[src/verilog/fu_pkg.sv]
`default_nettype none

package fu_pkg;

    // integer ALU operations
    typedef enum logic [2:0] {
        alu_add = 3'd0,
        alu_sub = 3'd1,
        alu_and = 3'd2,
        alu_or  = 3'd3,
        alu_xor = 3'd4,
        alu_sll = 3'd5,
        alu_srl = 3'd6,
        // signed compare, result is 1 or 0
        alu_slt = 3'd7
    } alu_op_e;

    // which half of the unsigned product goes out
    typedef enum logic {
        mul_lo = 1'b0,
        mul_hi = 1'b1
    } mult_op_e;

endpackage

`default_nettype wire
[src/verilog/fu_cdb.sv]
`timescale 1ns/1ps
`default_nettype none

module fu_cdb #(
    parameter int XLEN        = 32,
    parameter int TAG_WIDTH   = 6,
    parameter int NUM_ALU     = 2,
    parameter int CDB_WIDTH   = 2,
    parameter int MULT_STAGES = 3
) (
    input  wire                                 clock,
    input  wire                                 rst_n,
    input  wire                                 squash,
    input  wire  [NUM_ALU-1:0]                  alu_valid,
    input  fu_pkg::alu_op_e [NUM_ALU-1:0]       alu_op,
    input  wire  [NUM_ALU-1:0][XLEN-1:0]        alu_a,
    input  wire  [NUM_ALU-1:0][XLEN-1:0]        alu_b,
    input  wire  [NUM_ALU-1:0][TAG_WIDTH-1:0]   alu_tag,
    output logic [NUM_ALU-1:0]                  alu_avail,
    input  wire                                 mult_valid,
    input  fu_pkg::mult_op_e                    mult_op,
    input  wire  [XLEN-1:0]                     mult_a,
    input  wire  [XLEN-1:0]                     mult_b,
    input  wire  [TAG_WIDTH-1:0]                mult_tag,
    output logic                                mult_avail,
    output logic [CDB_WIDTH-1:0]                cdb_valid,
    output logic [CDB_WIDTH-1:0][TAG_WIDTH-1:0] cdb_tag,
    output logic [CDB_WIDTH-1:0][XLEN-1:0]      cdb_value
);

    logic [NUM_ALU-1:0]                alu_done;
    logic [NUM_ALU-1:0][TAG_WIDTH-1:0] alu_done_tag;
    logic [NUM_ALU-1:0][XLEN-1:0]      alu_done_value;
    logic [NUM_ALU-1:0]                alu_grant;

    logic                 mult_done;
    logic [TAG_WIDTH-1:0] mult_done_tag;
    logic [XLEN-1:0]      mult_done_value;
    logic                 mult_grant;

    for (genvar i = 0; i < NUM_ALU; i++) begin : g_alu
        alu_unit #(
            .XLEN      (XLEN),
            .TAG_WIDTH (TAG_WIDTH)
        ) u_alu (
            .clock      (clock),
            .rst_n      (rst_n),
            .squash     (squash),
            .valid      (alu_valid[i]),
            .op         (alu_op[i]),
            .a          (alu_a[i]),
            .b          (alu_b[i]),
            .tag        (alu_tag[i]),
            .grant      (alu_grant[i]),
            .avail      (alu_avail[i]),
            .done       (alu_done[i]),
            .done_tag   (alu_done_tag[i]),
            .done_value (alu_done_value[i])
        );
    end

    mult_unit #(
        .XLEN        (XLEN),
        .TAG_WIDTH   (TAG_WIDTH),
        .MULT_STAGES (MULT_STAGES)
    ) u_mult (
        .clock      (clock),
        .rst_n      (rst_n),
        .squash     (squash),
        .valid      (mult_valid),
        .op         (mult_op),
        .a          (mult_a),
        .b          (mult_b),
        .tag        (mult_tag),
        .grant      (mult_grant),
        .avail      (mult_avail),
        .done       (mult_done),
        .done_tag   (mult_done_tag),
        .done_value (mult_done_value)
    );

    cdb_arbiter #(
        .XLEN      (XLEN),
        .TAG_WIDTH (TAG_WIDTH),
        .NUM_ALU   (NUM_ALU),
        .CDB_WIDTH (CDB_WIDTH)
    ) u_arb (
        .clock           (clock),
        .rst_n           (rst_n),
        .squash          (squash),
        .alu_done        (alu_done),
        .alu_done_tag    (alu_done_tag),
        .alu_done_value  (alu_done_value),
        .mult_done       (mult_done),
        .mult_done_tag   (mult_done_tag),
        .mult_done_value (mult_done_value),
        .alu_grant       (alu_grant),
        .mult_grant      (mult_grant),
        .cdb_valid       (cdb_valid),
        .cdb_tag         (cdb_tag),
        .cdb_value       (cdb_value)
    );

endmodule

`default_nettype wire

[src/verilog/cdb_arbiter.sv]
`timescale 1ns/1ps
`default_nettype none

module cdb_arbiter #(
    parameter int XLEN      = 32,
    parameter int TAG_WIDTH = 6,
    parameter int NUM_ALU   = 2,
    parameter int CDB_WIDTH = 2
) (
    input  wire                                  clock,
    input  wire                                  rst_n,
    input  wire                                  squash,
    input  wire  [NUM_ALU-1:0]                   alu_done,
    input  wire  [NUM_ALU-1:0][TAG_WIDTH-1:0]    alu_done_tag,
    input  wire  [NUM_ALU-1:0][XLEN-1:0]         alu_done_value,
    input  wire                                  mult_done,
    input  wire  [TAG_WIDTH-1:0]                 mult_done_tag,
    input  wire  [XLEN-1:0]                      mult_done_value,
    output logic [NUM_ALU-1:0]                   alu_grant,
    output logic                                 mult_grant,
    output logic [CDB_WIDTH-1:0]                 cdb_valid,
    output logic [CDB_WIDTH-1:0][TAG_WIDTH-1:0]  cdb_tag,
    output logic [CDB_WIDTH-1:0][XLEN-1:0]       cdb_value
);

    localparam int NUM_REQ = NUM_ALU + 1;

    // requester 0 is the multiplier, then ALU 0, ALU 1 ...
    logic [NUM_REQ-1:0]                req;
    logic [NUM_REQ-1:0][TAG_WIDTH-1:0] req_tag;
    logic [NUM_REQ-1:0][XLEN-1:0]      req_value;
    logic [NUM_REQ-1:0]                gnt;

    logic [CDB_WIDTH-1:0]                sel_valid;
    logic [CDB_WIDTH-1:0][TAG_WIDTH-1:0] sel_tag;
    logic [CDB_WIDTH-1:0][XLEN-1:0]      sel_value;

    assign req       = {alu_done, mult_done};
    assign req_tag   = {alu_done_tag, mult_done_tag};
    assign req_value = {alu_done_value, mult_done_value};

    assign mult_grant = gnt[0];
    assign alu_grant  = gnt[NUM_REQ-1:1];

    always_comb begin
        int cnt;
        cnt       = 0;
        gnt       = '0;
        sel_valid = '0;
        sel_tag   = '0;
        sel_value = '0;
        // fixed priority walk, packed into the lowest free port
        for (int r = 0; r < NUM_REQ; r++) begin
            if (req[r] && cnt < CDB_WIDTH) begin
                gnt[r]         = 1'b1;
                sel_valid[cnt] = 1'b1;
                sel_tag[cnt]   = req_tag[r];
                sel_value[cnt] = req_value[r];
                cnt            = cnt + 1;
            end
        end
    end

    always_ff @(posedge clock) begin
        if (!rst_n || squash) begin
            cdb_valid <= '0;
        end else begin
            cdb_valid <= sel_valid;
        end
    end

    always_ff @(posedge clock) begin
        cdb_tag   <= sel_tag;
        cdb_value <= sel_value;
    end

endmodule

`default_nettype wire

[src/verilog/mult_unit.sv]
`timescale 1ns/1ps
`default_nettype none

module mult_unit #(
    parameter int XLEN        = 32,
    parameter int TAG_WIDTH   = 6,
    parameter int MULT_STAGES = 3
) (
    input  wire                  clock,
    input  wire                  rst_n,
    input  wire                  squash,
    input  wire                  valid,
    input  fu_pkg::mult_op_e     op,
    input  wire [XLEN-1:0]       a,
    input  wire [XLEN-1:0]       b,
    input  wire [TAG_WIDTH-1:0]  tag,
    input  wire                  grant,
    output logic                 avail,
    output logic                 done,
    output logic [TAG_WIDTH-1:0] done_tag,
    output logic [XLEN-1:0]      done_value
);

    localparam int LAST = MULT_STAGES - 1;

    logic [MULT_STAGES-1:0] stage_valid;
    logic [TAG_WIDTH-1:0]   stage_tag  [MULT_STAGES];
    fu_pkg::mult_op_e       stage_op   [MULT_STAGES];
    logic [2*XLEN-1:0]      stage_prod [MULT_STAGES];

    logic [2*XLEN-1:0] full_prod;
    logic              advance;

    // whole pipe moves only if the last stage drains
    assign advance = !stage_valid[LAST] || grant;
    assign avail   = advance;

    assign full_prod = {{XLEN{1'b0}}, a} * {{XLEN{1'b0}}, b};

    assign done     = stage_valid[LAST];
    assign done_tag = stage_tag[LAST];

    always_comb begin
        if (stage_op[LAST] == fu_pkg::mul_hi) begin
            done_value = stage_prod[LAST][2*XLEN-1:XLEN];
        end else begin
            done_value = stage_prod[LAST][XLEN-1:0];
        end
    end

    always_ff @(posedge clock) begin
        if (!rst_n || squash) begin
            stage_valid <= '0;
        end else if (advance) begin
            stage_valid[0] <= valid;
            for (int s = 1; s < MULT_STAGES; s++) begin
                stage_valid[s] <= stage_valid[s-1];
            end
        end
    end

    // product formed in stage 0, carried down unchanged
    always_ff @(posedge clock) begin
        if (advance) begin
            stage_prod[0] <= full_prod;
            stage_tag[0]  <= tag;
            stage_op[0]   <= op;
            for (int s = 1; s < MULT_STAGES; s++) begin
                stage_prod[s] <= stage_prod[s-1];
                stage_tag[s]  <= stage_tag[s-1];
                stage_op[s]   <= stage_op[s-1];
            end
        end
    end

endmodule

`default_nettype wire

[src/verilog/alu_unit.sv]
`timescale 1ns/1ps
`default_nettype none

module alu_unit #(
    parameter int XLEN      = 32,
    parameter int TAG_WIDTH = 6
) (
    input  wire                 clock,
    input  wire                 rst_n,
    input  wire                 squash,
    input  wire                 valid,
    input  fu_pkg::alu_op_e     op,
    input  wire [XLEN-1:0]      a,
    input  wire [XLEN-1:0]      b,
    input  wire [TAG_WIDTH-1:0] tag,
    input  wire                 grant,
    output logic                avail,
    output logic                done,
    output logic [TAG_WIDTH-1:0] done_tag,
    output logic [XLEN-1:0]     done_value
);

    localparam int SHAMT_W = $clog2(XLEN);

    logic                 held;
    logic [TAG_WIDTH-1:0] tag_q;
    logic [XLEN-1:0]      value_q;
    logic [XLEN-1:0]      result;
    logic                 accept;

    // free when empty or when the bus takes the result this cycle
    assign avail  = !held || grant;
    assign accept = valid && avail;

    assign done       = held;
    assign done_tag   = tag_q;
    assign done_value = value_q;

    always_comb begin
        case (op)
            fu_pkg::alu_add: result = a + b;
            fu_pkg::alu_sub: result = a - b;
            fu_pkg::alu_and: result = a & b;
            fu_pkg::alu_or:  result = a | b;
            fu_pkg::alu_xor: result = a ^ b;
            fu_pkg::alu_sll: result = a << b[SHAMT_W-1:0];
            fu_pkg::alu_srl: result = a >> b[SHAMT_W-1:0];
            fu_pkg::alu_slt: result = {{(XLEN-1){1'b0}}, ($signed(a) < $signed(b))};
            default:         result = '0;
        endcase
    end

    always_ff @(posedge clock) begin
        if (!rst_n || squash) begin
            held <= 1'b0;
        end else if (accept) begin
            held <= 1'b1;
        end else if (grant) begin
            held <= 1'b0;
        end
    end

    // holding register for result and tag
    always_ff @(posedge clock) begin
        if (accept) begin
            tag_q   <= tag;
            value_q <= result;
        end
    end

endmodule

`default_nettype wire

[config.mk]
export PLATFORM = sky130hd
export DESIGN_NAME = fu_cdb
export DESIGN_NICKNAME = d
export VERILOG_FILES = /design/src/verilog/fu_pkg.sv /design/src/verilog/fu_cdb.sv /design/src/verilog/cdb_arbiter.sv /design/src/verilog/mult_unit.sv /design/src/verilog/alu_unit.sv
export SDC_FILE = /design/constraint.sdc
export NUM_CORES = 2
export LEC_CHECK = 0
export BUFFER_PORTS_ARGS = -buffer_cell sky130_fd_sc_hd__buf_2
export CAP_MARGIN = 20
export CORE_UTILIZATION = 40
export DETAILED_ROUTE_END_ITERATION = 10
export RECOVER_POWER = 100
export SLEW_MARGIN = 5
export SYNTH_ARGS = -nofsm -noshare
export SYNTH_HDL_FRONTEND = slang
export SYNTH_SLANG_ARGS = --single-unit
[constraint.sdc]
create_clock -name clock -period 11.35 [get_ports clock]
set_input_delay 2.27 -clock clock [delete_from_list [all_inputs] [get_ports clock]]
set_output_delay 2.27 -clock clock [all_outputs]
set_load 0.02 [all_outputs]
==> metrics.md <==
| Metric | Value |
|---|---|
| Initial antenna violation count | 5 |
| Die area | 149000 sq um |
| Worst setup path class | input pin to register |
| Seq/Total Area, Yosys | 0.139 |
| Sink Count | 372 |
| Detailed router's first-iteration violation count | around 4600 |
| Ys Warns | 0 |
| Detail Route Antenna Nets | 0 |
| Max_slew headroom | -1.26 |
| Netlist cell types | 90 |
| Synth area leader | fa_1 |
| Area contributors post-synth | fa_1, dfxtp_1, ha_1 |
| CTS tree | built |
| Crit-path slowest cell | clkbuf_1 |
| Router iterations before antenna repair | 7 |
| Cts repair resizes | 0 |
| Synth Register Bits | 372 |
| Tot GR Track Use | 0.282 |
| Std-Cell Rows | 140 |
| Final nets | 8349 |
| Vias in the first global route | 50755 |
| Post-CTS setup buffers | 0 |
| Synth top cells by count | inv_1, fa_1, nand2_1, and2_1, ha_1 |
| Dominant synthesized flop cell | dfxtp_1 |
| Total grt overflow | 0 |
| Starting Density | 0.404 |
| Max Root-Sink Buffers | 3 |
| Vias per cell | roughly 5.7 |
| H-tree depth | 2 |
| Drc violations | 0 |
| Slowest cell delay on critical path | 1.34 ns |
| Tcrit/Tclk final | 0.915 |
| CP Capture Type | register |
| IO Port Bufs | 301 |
| Area Overhead vs Synth | 6.47% |
| Placer Congestion | slightly below 1 |
| Req. time, crit path | 11.75 ns |
| Cts hold-fix bufs | 0 |
| Worst-path clk slew | 0.07 ns |
| Top cell type's share of synthesized area | 0.306 |
| Post-synth EDFFs | 76 |
| Outcome | finished, violations left |
| Mapped Area | 58900 sq um |
| HPWL after detailed placement | 164000 um |
| Worst-Skew Late Latency | 0.55 ns |
| Failing checks | capacitance limit, slew limit |
| Setup TNS | 0 ns |
| Clk root buf | clkbuf_16 |
| First-pass GRT wire length | 319000 um |
| Routed wire length | roughly 210000 um |
| Worst path arrival time | 10.79 ns |
| I/O Pins | 304 |
| Async set or reset register ratio after synthesis | 0 |
| Setup repair after global routing missed its margin | no |
| FF-to-FF setup slack | 6.43 ns |
| Core footprint | 146000 sq um |
| Skew final | 0.0154 ns |
| Final setup violating endpoints | 0 |
| Final hold violations | 0 |
| Vias | 49320 |
| Max cap viols | 9 |
| Most used cell, CP | fa_1 |
| Gate Count Post-Synth | 6790 |
| FMAX | 0.0963 GHz |
| Die Y | about 390 um |
| Slew Viols, Final | 386 |
| Die width | 386 um |
| DR WL/cell | approximately 24 um |
| Worst slew pin tran | 3.39 ns |
| Tightest Hold Check Type | register to register |
| Most common cell in the netlist | inv_1 |
| Pin count of the biggest net entering global routing | 79 |
| Num CTS Buffers | 37 |
| Buf/Inv on CP | 7 |
| Share of cells above drive strength 1 | 0.0661 |
| CP delay by family, top | adder cells |
| Min Clock Period, post-route | 10.39 ns |
| Syn Area/Cell | 8.67 sq um |
| CP max FO | 32 |
| Setup crit start kind | input pin |
-- worst paths after layout --
check / cells after the start / start / endpoint
max: 27 / mult_a[4] / u_mult.stage_prod[0][52]$_DFF_P_
min: 0 / u_mult.stage_prod[0][7]$_DFF_P_ / u_mult.stage_prod[0][71]$_DFF_P_
max reg2reg: 6 / u_mult.stage_valid[2]$_SDFF_PP0_ / u_arb.cdb_value[14]$_DFF_P_
min reg2reg: 0 / u_mult.stage_prod[0][7]$_DFF_P_ / u_mult.stage_prod[0][71]$_DFF_P_
-- cell families after synthesis --
family / Yosys count / share of synthesized area
adder cells (fa/ha/maj): 1360 / 0.404
XOR/XNOR: 106 / 0.0158
multiplexers: 187 / 0.0441
flip-flops: 372 / 0.139
AND/OR/NAND/NOR: 2001 / 0.165
AO/OA/AOI/OAI: 1271 / 0.135
buffers and inverters: 1492 / 0.0967
other: 1 / 0.0000637
-- sequential cells by signal (all words and copies together) (netlist names) --
signal and cells:
g_alu.u_alu.done_value 64, g_alu.u_alu.done_tag 12, g_alu.u_alu.done 2, u_mult.stage_tag 18
u_arb.cdb_tag 12, u_arb.cdb_value 64, u_mult.stage_prod 192, u_mult.stage_op 3
u_arb.cdb_valid 2, u_mult.stage_valid 3
-- per-layer routing --
metal / vias up / share of wire / global-route usage
li1: 21831 / - / -
met1: 24793 / 0.43 / 0.386
met2: 2308 / 0.46 / 0.453
met3: 386 / 0.073 / 0.0349
met4: 2 / 0.042 / 0.106
met5: - / 0.000062 / 0
-- per-stage QoR --
step                      instance area (sq um)  std cells  utilization  worst slack, ns  hold WS, ns
after floorplan                           58900       6791            -             2.39        0.310
after global placement                    61600       8643        0.422             1.19        0.312
after detailed placement                  61700       8644        0.423             1.06        0.312
after CTS                                 62900       8711        0.431             1.66        0.313
after global routing                      62700       8713        0.430            0.681        0.321
final                                     62700       8714        0.430            0.964        0.315
-- layout by cell type, fill, tap and decap left out, types with 23 or more instances in the layout --
| cell | n |
|---|---|
| a211oi_1 | 47 |
| a21o_1 | 63 |
| a21oi_1 | 443 |
| a22oi_1 | 68 |
| a31oi_1 | 39 |
| and2_1 | 607 |
| buf_2 | 214 |
| buf_4 | 61 |
| clkbuf_1 | 102 |
| clkbuf_16 | 39 |
| dfxtp_1 | 295 |
| edfxtp_1 | 76 |
| fa_1 | 900 |
| ha_1 | 460 |
| inv_1 | 1056 |
| mux2i_1 | 113 |
| mux4_2 | 56 |
| nand2_1 | 698 |
| nand2b_1 | 25 |
| nand3_1 | 87 |
| nand4_1 | 29 |
| nor2_1 | 372 |
| nor3_1 | 60 |
| o211ai_1 | 30 |
| o21a_1 | 23 |
| o21ai_0 | 235 |
| o21bai_1 | 42 |
| o22ai_1 | 87 |
| o31ai_1 | 23 |
| xnor2_1 | 78 |
| xor2_1 | 28 |
-- cell type report --
type / instances / area, sq um
clock inverter: 11 / 130
multi-input combinational: 4927 / 45000
antenna: 3 / 7.51
tap: 1917 / 2400
timing repair buffer: 365 / 1870
inverter: 1063 / 3990
clock buffer: 56 / 1090
sequential: 372 / 8210
fill: 14586 / 83200
-- worst register-to-register path: stages, from the launching register on --
cell and delay [ns]:
dfxtp_1 0.59, clkinv_1 0.13, clkbuf_1 0.71, ha_1 0.52, nand2_1 0.38, clkbuf_1 2.00, a21oi_1 0.31
Power is not shown: default switching activity piles up to over one toggle a cycle in this logic, so the estimate is an artifact.
